**src/common/mvp_settings.svh**
```systemverilog
/*
 * mvp control path constants
 * stage count, legal ranges of the job configuration
 * and byte multipliers of the host transfers
 */
`ifndef MVP_SETTINGS_SVH
`define MVP_SETTINGS_SVH

// pipeline stages s0..s9
`define MVP_NUM_STAGES          10
`define MVP_STAGE_W             4

// legal configuration ranges
`define MVP_MAX_LEVEL           12
`define MVP_MAX_COL             16384
// row_size * col_size floor
`define MVP_MIN_ELEMS           8192
`define MVP_MAX_SPLIT           4

// bytes per mat_len unit and per split
`define MVP_MAT_BYTES_PER_LEN   32'h0001_8000
`define MVP_VEC_BYTES_PER_SPLIT 32'h0003_0000

`endif

```
**src/common/mvp_pkg.sv**
```systemverilog
/*
 * mvp control path types
 * host configuration words, transfer sizes, stage handshake
 * and the run sequencer states
 */

`include "mvp_settings.svh"

package mvp_pkg;

    // host side register and counters
    typedef logic [31:0] cfg_word_t;
    typedef logic [31:0] xfer_bytes_t;
    typedef logic [14:0] batch_cnt_t;
    typedef logic [31:0] cycle_cnt_t;
    typedef logic [`MVP_STAGE_W-1:0] stage_id_t;

    // 0 level, 1 col_size, 2 split, 3 index, 4 mat_len
    typedef logic [4:0] cfg_err_t;

    // job configuration as written by the host
    typedef struct packed {
        cfg_word_t command;
        cfg_word_t level;
        cfg_word_t col_size;
        cfg_word_t split;
        cfg_word_t index;
        cfg_word_t mat_len;
    } mvp_cfg_t;

    // four-phase request towards the stages
    typedef struct packed {
        logic      req;
        stage_id_t id;
    } stage_req_t;

    // registered transfer sizes
    typedef struct packed {
        xfer_bytes_t mat_bytes;
        xfer_bytes_t vec_bytes;
        batch_cnt_t  batches;
    } xfer_info_t;

    typedef enum logic [2:0] {
        idle, check, issue, wait_ack, wait_release, done
    } run_state_e;

endpackage

```
**src/mvp_cfg_check.sv**
```systemverilog
/*
 * mvp configuration checker
 * validates level, col_size, split, index and mat_len of a run job
 * when a start is accepted and holds the five error flags
 */

`timescale 1ns/10ps

`include "mvp_settings.svh"

module mvp_cfg_check (
    input  logic              clk,
    input  logic              rst_n,
    input  logic              i_accept,
    input  mvp_pkg::mvp_cfg_t i_cfg,
    output mvp_pkg::cfg_err_t o_cfg_err
);

    // row_size reaches 1 << 15 from the 4-bit level field
    logic [15:0]       row_size;
    logic [30:0]       elems;
    logic [27:0]       mat_span;
    logic [18:0]       split_rows;
    mvp_pkg::cfg_err_t err_next;

    assign row_size   = 16'd1 << i_cfg.level[3:0];
    assign elems      = row_size * i_cfg.col_size[14:0];
    // mat_len * index must cover split * row_size exactly
    assign mat_span   = i_cfg.mat_len[14:0] * i_cfg.index[12:0];
    assign split_rows = i_cfg.split[2:0] * row_size;

    //////////////////////////////////////////////////
    // flag rules
    always_comb begin
        // level
        err_next[0] = (i_cfg.level == '0) || (i_cfg.level > `MVP_MAX_LEVEL);
        // col_size range and element floor
        err_next[1] = (i_cfg.col_size == '0) || (i_cfg.col_size > `MVP_MAX_COL)
                      || (elems < `MVP_MIN_ELEMS);
        // split
        err_next[2] = (i_cfg.split == '0) || (i_cfg.split > `MVP_MAX_SPLIT);
        // index must be one-hot in [12:0]
        err_next[3] = (|i_cfg.index[31:13]) || ($countones(i_cfg.index[12:0]) != 1);
        // mat_len
        err_next[4] = (|i_cfg.mat_len[31:15]) || (mat_span != split_rows);
    end

    //////////////////////////////////////////////////
    // latch on accept and hold in between
    always_ff @(posedge clk or negedge rst_n) begin
        if (!rst_n) begin
            o_cfg_err <= '0;
        end else if (i_accept) begin
            // load-only job is never rejected
            if (i_cfg.command[0])
                o_cfg_err <= err_next;
            else
                o_cfg_err <= '0;
        end
    end

endmodule

```
**src/mvp_ctrl_top.sv**
```systemverilog
/*
 * mvp accelerator host control
 * start detection, configuration checks, transfer sizes
 * and sequencing of the external pipeline stages
 */

`timescale 1ns/10ps

module mvp_ctrl_top (
    input  logic                clk,
    input  logic                rst_n,
    // host control
    input  logic                i_ap_start,
    input  mvp_pkg::mvp_cfg_t   i_cfg,
    output logic                o_ap_idle,
    output logic                o_ap_done,
    output mvp_pkg::cfg_err_t   o_cfg_err,
    output mvp_pkg::cycle_cnt_t o_cycle_cnt,
    output mvp_pkg::xfer_info_t o_xfer,
    // stage handshake
    output mvp_pkg::stage_req_t o_stage,
    input  logic                i_stage_ack
);

    // accepted start, one cycle wide
    logic              accept;
    mvp_pkg::cfg_err_t cfg_err;

    //////////////////////////////////////////////////
    // sequencer
    mvp_run_seq u_run_seq (
        .clk         (clk),
        .rst_n       (rst_n),
        .i_ap_start  (i_ap_start),
        .i_run_mvp   (i_cfg.command[0]),
        .i_cfg_err   (cfg_err),
        .i_stage_ack (i_stage_ack),
        .o_accept    (accept),
        .o_stage     (o_stage),
        .o_ap_idle   (o_ap_idle),
        .o_ap_done   (o_ap_done),
        .o_cycle_cnt (o_cycle_cnt)
    );

    //////////////////////////////////////////////////
    // configuration checks, latched on accept
    mvp_cfg_check u_cfg_check (
        .clk       (clk),
        .rst_n     (rst_n),
        .i_accept  (accept),
        .i_cfg     (i_cfg),
        .o_cfg_err (cfg_err)
    );

    assign o_cfg_err = cfg_err;

    // sizes follow the live configuration
    mvp_xfer_size u_xfer_size (
        .clk    (clk),
        .rst_n  (rst_n),
        .i_cfg  (i_cfg),
        .o_xfer (o_xfer)
    );

endmodule

```
**src/mvp_run_seq.sv**
```systemverilog
/*
 * mvp run sequencer
 * detects the ap_start edge, walks the pipeline stages over
 * a four-phase req/ack port and counts busy cycles
 */

`timescale 1ns/10ps

`include "mvp_settings.svh"

module mvp_run_seq (
    input  logic                clk,
    input  logic                rst_n,
    input  logic                i_ap_start,
    input  logic                i_run_mvp,
    input  mvp_pkg::cfg_err_t   i_cfg_err,
    input  logic                i_stage_ack,
    output logic                o_accept,
    output mvp_pkg::stage_req_t o_stage,
    output logic                o_ap_idle,
    output logic                o_ap_done,
    output mvp_pkg::cycle_cnt_t o_cycle_cnt
);

    mvp_pkg::run_state_e state;
    logic                ap_start_r;
    logic                accept_r;
    mvp_pkg::stage_id_t  last_id;

    // load-only job stops after stage 0
    assign last_id = i_run_mvp ? mvp_pkg::stage_id_t'(`MVP_NUM_STAGES - 1) : '0;

    //////////////////////////////////////////////////
    // start edge, taken only while idle
    always_ff @(posedge clk or negedge rst_n) begin
        if (!rst_n) begin
            ap_start_r <= 1'b0;
            accept_r   <= 1'b0;
        end else begin
            ap_start_r <= i_ap_start;
            accept_r   <= i_ap_start & ~ap_start_r & (state == mvp_pkg::idle);
        end
    end

    assign o_accept = accept_r;

    //////////////////////////////////////////////////
    // job state machine
    always_ff @(posedge clk or negedge rst_n) begin
        if (!rst_n) begin
            state     <= mvp_pkg::idle;
            o_stage   <= '0;
            o_ap_idle <= 1'b1;
            o_ap_done <= 1'b0;
        end else begin
            case (state)
                mvp_pkg::idle: begin
                    if (accept_r)
                        state <= mvp_pkg::check;
                end
                // flags valid here, one cycle after accept
                mvp_pkg::check: begin
                    o_ap_idle <= 1'b0;
                    o_ap_done <= 1'b0;
                    if (|i_cfg_err) begin
                        state <= mvp_pkg::done;
                    end else begin
                        o_stage.id <= '0;
                        state      <= mvp_pkg::issue;
                    end
                end
                // id already stable, raise req
                mvp_pkg::issue: begin
                    o_stage.req <= 1'b1;
                    state       <= mvp_pkg::wait_ack;
                end
                mvp_pkg::wait_ack: begin
                    if (i_stage_ack) begin
                        o_stage.req <= 1'b0;
                        state       <= mvp_pkg::wait_release;
                    end
                end
                // stage must drop ack before next req
                mvp_pkg::wait_release: begin
                    if (!i_stage_ack) begin
                        if (o_stage.id == last_id) begin
                            state <= mvp_pkg::done;
                        end else begin
                            o_stage.id <= o_stage.id + 1'b1;
                            state      <= mvp_pkg::issue;
                        end
                    end
                end
                mvp_pkg::done: begin
                    o_ap_done <= 1'b1;
                    o_ap_idle <= 1'b1;
                    state     <= mvp_pkg::idle;
                end
                default: state <= mvp_pkg::idle;
            endcase
        end
    end

    // busy cycles, cleared by reset only
    always_ff @(posedge clk or negedge rst_n) begin
        if (!rst_n)
            o_cycle_cnt <= '0;
        else if (!o_ap_idle)
            o_cycle_cnt <= o_cycle_cnt + 1'b1;
    end

endmodule

```
**src/mvp_xfer_size.sv**
```systemverilog
/*
 * mvp transfer sizes
 * registered matrix and vector byte counts and batch count
 * taken from the live host configuration
 */

`timescale 1ns/10ps

`include "mvp_settings.svh"

module mvp_xfer_size (
    input  logic                clk,
    input  logic                rst_n,
    input  mvp_pkg::mvp_cfg_t   i_cfg,
    output mvp_pkg::xfer_info_t o_xfer
);

    //////////////////////////////////////////////////
    // size products, one register stage
    // keeps the multipliers off the host register path
    always_ff @(posedge clk or negedge rst_n) begin
        if (!rst_n) begin
            o_xfer <= '0;
        end else begin
            // wraps at 32 bits like the host field
            o_xfer.mat_bytes <= i_cfg.mat_len * `MVP_MAT_BYTES_PER_LEN;
            o_xfer.vec_bytes <= i_cfg.split[2:0] * `MVP_VEC_BYTES_PER_SPLIT;
            // half of mat_len plus one batch per split
            o_xfer.batches   <= i_cfg.mat_len[14:1] + i_cfg.split[2:0];
        end
    end

endmodule
```
**config.mk**
```make
export PLATFORM = sky130hd
export DESIGN_NAME = mvp_ctrl_top
export DESIGN_NICKNAME = d
export VERILOG_FILES = /design/src/common/mvp_pkg.sv /design/src/mvp_cfg_check.sv /design/src/mvp_ctrl_top.sv /design/src/mvp_run_seq.sv /design/src/mvp_xfer_size.sv
export VERILOG_INCLUDE_DIRS = /design/src /design/src/common
export SDC_FILE = /design/constraint.sdc
export NUM_CORES = 1
export LEC_CHECK = 0
export BUFFER_PORTS_ARGS = -buffer_cell sky130_fd_sc_hd__buf_2
export CELL_PAD_IN_SITES_DETAIL_PLACEMENT = 2
export CELL_PAD_IN_SITES_GLOBAL_PLACEMENT = 2
export CORE_MARGIN = 2
export CORE_UTILIZATION = 40
export DETAILED_ROUTE_END_ITERATION = 6
export PLACE_DENSITY = 0.95
export SKIP_CTS_REPAIR_TIMING = 1
export SYNTH_ARGS = -nofsm -noshare
export SYNTH_HDL_FRONTEND = slang
export SYNTH_SLANG_ARGS = --single-unit
```
**constraint.sdc**
```tcl
create_clock -name clk -period 4 [get_ports clk]
set_input_delay 0.8 -clock clk [delete_from_list [all_inputs] [get_ports clk]]
set_output_delay 0.8 -clock clk [all_outputs]
set_load 0.03 [all_outputs]
```
==> impl_metrics.env, run 1 <==
export IMPL_error_line="[ERROR GRT-0232] Routing congestion too high. Check the congestion heatmap in the GUI."
export IMPL_gr_usage_all_layers_pct=73.3
export IMPL_synth_edf_count=0
export IMPL_synthDistinctLibCells=75
export IMPL_cts_max_level=3
export IMPL_grt_max_degree=87
export IMPL_synth_seq_cells=86
export IMPL_synth_top_area_cell="fa_1"
export IMPL_root_buffer="clkbuf_16"
export IMPL_endpoint_type="register input"
export IMPL_synthCells=2433
export IMPL_ios=319
export IMPL_stop_stage="global routing"
export IMPL_synth_cell_area_um2=21500
export IMPL_dp_hpwl_um=118000
export IMPL_cts_buffer_depth=2
export IMPL_rows=84
export IMPL_yosysSeqAreaShare_pct=10.0
export IMPL_die_w_um=236
export IMPL_cts_buffers=9
export IMPL_yosysWarnings=0
export IMPL_start_util_pct=40.6
export IMPL_portBuffers=245
export IMPL_syn_avg_cell_area_um2=8.83
export IMPL_synthFlopType="dfrtp_1"
export IMPL_synth_top_area_share_pct=32.4
export IMPL_async_flop_share_pct=100
export IMPL_synth_area_leaders="fa_1 32%, ha_1 13%, and2_1 10%"
export IMPL_place_gp_congestion=0.941
export IMPL_outcome="stopped before the end"
export IMPL_grt_worst_endpoint="u_cfg_check.o_cfg_err[1]$_DFFE_PN0P_/D"
export IMPL_globalRouteOverflowTotal=69
export IMPL_die_h_um=236
export IMPL_numClockSinks=86
==> synth_stat cells, types with 3 or more instances <==
cell	count
and2_1	353
xnor2_1	79
clkbuf_1	89
fa_1	348
or4_1	6
a2111oi_0	4
a41oi_1	3
a221oi_1	3
o21bai_1	7
nor2b_1	12
nor4_1	46
o31ai_1	3
buf_1	5
nand2b_1	14
inv_1	432
a21o_1	25
nor3_1	47
and3_1	17
nand3b_1	8
o211ai_1	7
buf_4	43
nand3_1	49
o21ai_1	16
nor2_1	80
a311oi_1	3
o22ai_1	4
or3_1	6
a31oi_1	16
nand2_1	172
o21ai_0	37
o2111ai_1	7
a211oi_1	11
a211o_1	3
o21a_1	10
a21oi_1	51
xor2_1	33
nand4b_1	3
dfrtp_1	85
a21boi_0	4
ha_1	217
mux2i_1	7
nand4_1	24
==> layer usage <==
layer,GRT overflow,track usage [%]
met5,0,36.0
met4,28,65.9
met3,6,60.5
met2,34,88.7
met1,1,74.8
==> cell families after synthesis <==
logic type,count (synthesis),share of synthesized area (%)
compound gates,235,7.37
xor+xnor,113,4.67
fa+ha+maj,565,45.1
buf+inv,572,10.8
flops,86,10.0
mux,9,0.431
other cells,1,0.0175
simple gates,852,21.6
==> per-stage QoR <==
step	setup WS (ns)	hold WS (ns)	setup TNS, ns	area [um2]	cells
4_1_cts	-4.28	0.522	-8.24	26800	3642
3_5_place_dp	-4.31	0.515	-9.13	26500	3626
3_3_place_gp	-3.24	0.450	-6.53	26500	3626
2_1_floorplan	-2.75	0.504	-4.37	22500	2474
==> run 2: changes to the inputs <==
--- a/config.mk
+++ b/config.mk
@@ -7,12 +7,10 @@
 export NUM_CORES = 1
 export LEC_CHECK = 0
 export BUFFER_PORTS_ARGS = -buffer_cell sky130_fd_sc_hd__buf_2
-export CELL_PAD_IN_SITES_DETAIL_PLACEMENT = 2
-export CELL_PAD_IN_SITES_GLOBAL_PLACEMENT = 2
 export CORE_MARGIN = 2
 export CORE_UTILIZATION = 40
 export DETAILED_ROUTE_END_ITERATION = 6
-export PLACE_DENSITY = 0.95
+export PLACE_DENSITY_LB_ADDON = 0.15
 export SKIP_CTS_REPAIR_TIMING = 1
 export SYNTH_ARGS = -nofsm -noshare
 export SYNTH_HDL_FRONTEND = slang
==> run 2 against run 1 <==
  * The flow now finishes, with violations (negative setup slack)
  * Synthesized cell count unchanged
  * Area after synthesis unchanged
==> impl_metrics.env, run 2 <==
export IMPL_outcome="complete, but fails checks"
export IMPL_violations="negative setup slack"
export IMPL_power_mw=14.1
export IMPL_top_regs="u_xfer_size.o_xfer: 37 flops, u_run_seq.o_cycle_cnt: 32 flops"
export IMPL_maxSlewViolCount=0
export IMPL_worst_slew_pin_slew_ns=0.844
export IMPL_fin_crit_sh_pct=171
export IMPL_path_class="in -> reg"
export IMPL_layout_commonest_cell="inv_1"
export IMPL_synthCells=2433
export IMPL_finish_cell_count_without_fillers=3668
export IMPL_globalRouteOverflowTotal=0
export IMPL_antenna_found_initial=2
export IMPL_hold_class="reg -> reg"
export IMPL_gr_usage_all_layers_pct=23.6
export IMPL_leakagePower_nw=14.1
export IMPL_cts_tree="done"
export IMPL_routedWlPerCell_um=17.4
export IMPL_dieArea_um2=55600
export IMPL_post_dp_cell_area_um2=26400
export IMPL_die_h_um=236
export IMPL_place_ws_ns=-3.31
export IMPL_worstPathArrival_ns=7.11
export IMPL_fmax_mhz=146
export IMPL_root_buffer="clkbuf_16"
export IMPL_vias=18400
export IMPL_synth_top_area_cell="fa_1"
export IMPL_hold_slack_ns=0.480
export IMPL_rows=84
export IMPL_synth_area_leaders="fa_1 32%, ha_1 13%, and2_1 10%"
export IMPL_die_w_um=236
export IMPL_setup_viol=3
export IMPL_synth_cell_area_um2=21500
export IMPL_cts_max_level=3
export IMPL_cts_buffers=9
export IMPL_dp_hpwl_um=54900
export IMPL_ant_nets=0
export IMPL_met2_length_um=30100
export IMPL_yosysSeqAreaShare_pct=10.0
export IMPL_async_flop_share_pct=100
export IMPL_fin_util_pct=51.9
export IMPL_largest_register_ffs=37
export IMPL_routedLengthMet1_um=29900
export IMPL_numClockSinks=86
export IMPL_nFillCells=4972
export IMPL_coreArea_um2=52900
export IMPL_cp_data_required_time_ns=4.28
export IMPL_insertion_delay_ns=0.35
export IMPL_peakVddDrop_mv=0.757
export IMPL_dpl_cell_count=3622
export IMPL_layout_min_cycle_time_ns=6.83
export IMPL_crit_path_max_fanout=8
export IMPL_p_per_area_nw_per_um2=513
export IMPL_regMostFlops="u_xfer_size.o_xfer"
export IMPL_clk_pin_slew_worst_paths_ns=0.07
export IMPL_hold_viol=0
export IMPL_syn_avg_cell_area_um2=8.83
export IMPL_synthFlopType="dfrtp_1"
export IMPL_synth_seq_cells=86
export IMPL_yosysWarnings=0
export IMPL_drtPass1Iterations=5
export IMPL_layout_common_cells="425 x inv_1, 362 x buf_4, 339 x fa_1, 333 x and2_1, 222 x buf_2"
export IMPL_cap_violations=0
export IMPL_endpoint_kind="register"
export IMPL_routed_wl_um=64000
export IMPL_final_seq_area_um2=2150
export IMPL_layout_nets=3735
export IMPL_setup_ws_ns=-2.83
export IMPL_portBuffers=245
export IMPL_start_util_pct=40.6
export IMPL_fin_tns_setup_ns=-4.97
export IMPL_design_area_um2=27400
export IMPL_grt_max_degree=66
export IMPL_post_route_cells_drive_above_1_share_pct=26.4
export IMPL_ios=319
export IMPL_yosys_top_cells_count="432 x inv_1, 353 x and2_1, 348 x fa_1"
export IMPL_drc=0
export IMPL_syn2layout_area_growth_pct=27.8
export IMPL_drt_iter0_markers=915
export IMPL_grt_setup_unrepaired="yes"
export IMPL_synth_top_area_share_pct=32.4
export IMPL_synth_edf_count=0
export IMPL_grt_pass1_vias=19700
export IMPL_startpoint_type="primary input"
export IMPL_top_layer_used="met5"
export IMPL_wl_met3_um=3220
export IMPL_yosysMostFrequentCell="inv_1"
export IMPL_relSlewSlack_pct=43.7
export IMPL_multi_input_area_um2=18000
export IMPL_cts_buffer_depth=2
export IMPL_skew_ns=0.00726
export IMPL_synthDistinctLibCells=75
export IMPL_grt_pass1_wl_um=105000
export IMPL_via_per_inst=5.02
export IMPL_place_gp_congestion=0.928
==> run 2: cell families after synthesis <==
kind of cell             synth area share [%]
other                                  0.0175
AO/OA/AOI/OAI                            7.37
adder cells (fa/ha/maj)                  45.1
flip-flops                               10.0
AND/OR/NAND/NOR                          21.6
XOR/XNOR                                 4.67
buffers and inverters                    10.8
multiplexers                            0.431
==> run 2: metal layers <==
metal	vias to the layer above	track usage, %
met5	-	0
met1	9144	33.2
met4	2	3.69
li1	8702	-
met3	51	2.45
met2	507	39.9
==> run 2: worst paths after layout <==
| kind | start | slack, ns | cells after the start | endpoint |
|---|---|---|---|---|
| min in group asynchronous | rst_n | 0.57 | 1 | u_run_seq.o_cycle_cnt[18] |
| worst min-delay path | u_run_seq.o_ap_done | 0.48 | 2 | u_run_seq.o_ap_done |
| worst min register to register | u_run_seq.o_ap_done | 0.48 | 2 | u_run_seq.o_ap_done |
| worst max-delay path | i_cfg[128] | -2.83 | 27 | u_cfg_check.o_cfg_err[1] |
| worst max register to register | u_cfg_check.o_cfg_err[4] | 1.49 | 9 | u_cfg_check.o_cfg_err[4] |
| max in group asynchronous | rst_n | 2.58 | 2 | u_run_seq.o_ap_idle |
==> run 2: layout make-up <==
cell class | count | share of cell area [%]
inverters | 434 | 5.94
diodes | 1 | 0.00912
clock buffers | 12 | 0.898
well taps | 688 | 3.14
flip-flops and latches | 86 | 7.85
clock inverters | 4 | 0.201
repair buffers | 627 | 16.2
multi-input cells | 1816 | 65.7
==> run 2: power breakdown <==
part           internal, mW  total, mW  switching, mW
sequential             1.02       1.19          0.164
clock                 0.505      0.855          0.350
combinational          5.90       12.0           6.13
==> run 2: critical path, cell delays in order <==
cell      delay (ns)
buf_2           0.14
buf_4           0.15
nand2b_4        0.12
nor2_4          0.09
buf_4           0.14
buf_4           0.12
and2_1          0.16
fa_1            0.50
inv_1           0.05
fa_1            0.53
inv_1           0.05
fa_1            0.46
fa_1            0.51
fa_1            0.55
inv_1           0.06
fa_1            0.53
inv_1           0.06
ha_4            0.24
nand2_2         0.07
o21bai_4        0.10
a31oi_4         0.21
o21ai_4         0.09
a21o_1          0.22
a211oi_1        0.33
xnor2_1         0.12
or4_4           0.54
o21ai_2         0.15
(Power assumes the default switching activity.)
==> run 3: changes to the inputs <==
==> constraint.sdc (replaced) <==
create_clock -name clk -period 5.74 [get_ports clk]
set_input_delay 1.148 -clock clk [delete_from_list [all_inputs] [get_ports clk]]
set_output_delay 1.148 -clock clk [all_outputs]
set_load 0.03 [all_outputs]
==> run 3 against run 2 <==
  * The flow still finishes with violations (negative setup slack)
  * Final area shrank 2.8%
  * Sequential power shrank 30%
  * Register-to-register slack gained 1.5 ns
  * Die area is the same
  * Non-clock buffer count shrank 57
  * Count of clock-buffer cells in the layout shrank 2
  * Combinational power shrank 31%
  * Critical path type unchanged
  * Critical endpoint unchanged
  * Largest cell class unchanged
  * Largest power group unchanged
  * Highest routed layer unchanged
==> impl_metrics.env, run 3 (synthesized netlist as in run 2, its figures left out) <==
export IMPL_rows=84
export IMPL_hold_class="reg -> reg"
export IMPL_layout_min_cycle_time_ns=7.20
export IMPL_die_h_um=236
export IMPL_post_route_cells_drive_above_1_share_pct=24.3
export IMPL_startpoint="i_cfg[128]"
export IMPL_worst_slew_pin_slew_ns=0.969
export IMPL_coreArea_um2=52900
export IMPL_layout_commonest_cell="inv_1"
export IMPL_rr_worst_depth=8
export IMPL_nFillCells=4958
export IMPL_outcome="complete, but fails checks"
export IMPL_grt_setup_unrepaired="yes"
export IMPL_via_per_inst=5.04
export IMPL_drt_iter0_markers=1039
export IMPL_peakVddDrop_mv=0.489
export IMPL_routed_wl_um=64000
export IMPL_dpl_cell_count=3589
export IMPL_relSlewSlack_pct=34.5
export IMPL_top_regs="u_xfer_size.o_xfer: 37 flops, u_run_seq.o_cycle_cnt: 32 flops"
export IMPL_finish_cell_count_without_fillers=3611
export IMPL_globalRouteOverflowTotal=0
export IMPL_leakagePower_nw=13.7
export IMPL_setup_ws_ns=-1.46
export IMPL_ios=319
export IMPL_ant_nets=0
export IMPL_endpoint_kind="register"
export IMPL_r2r_slack_ns=2.98
export IMPL_syn2layout_area_growth_pct=24.2
export IMPL_largest_register_ffs=37
export IMPL_grt_max_degree=63
export IMPL_place_gp_congestion=0.893
export IMPL_regMostFlops="u_xfer_size.o_xfer"
export IMPL_grt_pass1_vias=19600
export IMPL_layout_nets=3678
export IMPL_die_w_um=236
export IMPL_dp_hpwl_um=55000
export IMPL_dieArea_um2=55600
export IMPL_fmax_mhz=139
export IMPL_setup_viol=2
export IMPL_rr_endpoint="u_run_seq.o_stage[3]"
export IMPL_drtPass1Iterations=5
export IMPL_worstPathArrival_ns=7.49
export IMPL_gr_usage_all_layers_pct=23.6
export IMPL_maxSlewViolCount=0
export IMPL_cts_tree="done"
export IMPL_layout_common_cells="426 x inv_1, 340 x fa_1, 333 x and2_1, 322 x buf_4, 223 x buf_2"
export IMPL_root_buffer="clkbuf_16"
export IMPL_startpoint_type="primary input"
export IMPL_grt_pass1_wl_um=105000
export IMPL_violations="negative setup slack"
export IMPL_cp_data_required_time_ns=6.02
export IMPL_fin_crit_sh_pct=125
export IMPL_hold_viol=0
export IMPL_cts_buffer_depth=2
export IMPL_critPathCapture="u_cfg_check.o_cfg_err[1]"
export IMPL_r2r_start="u_cfg_check.o_cfg_err[4]"
export IMPL_path_class="in -> reg"
export IMPL_cts_buffers=9
export IMPL_cts_max_level=3
export IMPL_p_per_area_nw_per_um2=363
export IMPL_numClockSinks=86
export IMPL_portBuffers=245
export IMPL_insertion_delay_ns=0.35
export IMPL_crit_path_max_fanout=9
export IMPL_vias=18200
export IMPL_routedWlPerCell_um=17.7
export IMPL_power_mw=9.68
export IMPL_start_util_pct=40.6
export IMPL_drc=0
export IMPL_antenna_found_initial=5
export IMPL_clk_pin_slew_worst_paths_ns=0.07
export IMPL_skew_ns=0.00591
export IMPL_cap_violations=0
## run 3: cell count changes in the layout (fill, tap and decap cells not counted), sizes merged
| cell | change |
|---|---|
| inv | +2 |
| buf | -55 |
| clkbuf | -4 |
## run 3: worst min path at each step
stage / start / end / slack [ns] / cells after the start
after global routing: u_run_seq.o_cycle_cnt[31] / u_run_seq.o_cycle_cnt[31] / 0.49 / 1
final: u_run_seq.o_cycle_cnt[31] / u_run_seq.o_cycle_cnt[31] / 0.47 / 1
after detailed placement: u_run_seq.o_cycle_cnt[31] / u_run_seq.o_cycle_cnt[31] / 0.46 / 1
after floorplan: u_run_seq.state[1] / u_run_seq.state[2] / 0.53 / 3
after global placement: u_run_seq.o_cycle_cnt[31] / u_run_seq.o_cycle_cnt[31] / 0.46 / 1
after CTS: u_run_seq.o_cycle_cnt[31] / u_run_seq.o_cycle_cnt[31] / 0.47 / 1
## run 3: cell type report
class	count	area [um2]	area share, %
diodes	1	2.50	0.00938
clock buffers	10	239	0.896
clock inverters	6	75.1	0.281
inverters	434	1630	6.11
multi-input cells	1816	17800	66.8
flip-flops and latches	86	2150	8.07
well taps	688	861	3.23
repair buffers	570	3900	14.6
## run 3: stage by stage
stage	utilization, %	TNS (ns)	setup slack [ns]	cell area [um2]	hold WS (ns)
global route	50.5	-2.26	-1.73	26700	0.493
CTS	49.9	-2.17	-1.63	26400	0.475
finish	50.5	-1.84	-1.46	26700	0.469
detailed placement	49.3	-2.90	-2.01	26100	0.462
global placement	49.3	-2.69	-1.80	26100	0.458
floorplan	-	-1.55	-1.36	22500	0.531
## run 3: critical path, stage by stage
cell and delay [ns]:
buf_2 0.15, nand2b_4 0.21, nor2_1 0.08, buf_4 0.17, and2_1 0.18, fa_1 0.54, inv_1 0.06, fa_1 0.53
inv_1 0.05, fa_1 0.53, fa_1 0.45, fa_1 0.58, inv_1 0.07, fa_1 0.53, inv_1 0.06, ha_4 0.25
nand2_1 0.07, nand2_2 0.10, a31oi_2 0.19, o21ai_2 0.10, buf_4 0.17, a31oi_2 0.20, mux2i_1 0.27, o2111ai_1 0.14
or4_1 0.50, o21ai_1 0.13
## run 3: layer usage
metal / share of wire (%) / track usage, % / up-vias / routed length [um]
met5: 0.058 / 0 / - / 37
met4: 2.0 / 5.33 / 6 / 1260
met3: 5.2 / 2.71 / 74 / 3310
met2: 47 / 39.3 / 474 / 29800
met1: 46 / 33.2 / 9064 / 29600
li1: - / - / 8583 / -
## run 3: report_power, final
part | total, mW | leakage, nW | switching, mW | internal (mW)
logic | 8.23 | 12.5 | 4.14 | 4.09
registers | 0.833 | 1.08 | 0.120 | 0.713
clock network | 0.626 | 0.152 | 0.270 | 0.356
total | 9.68 | 13.7 | 4.53 | 5.15
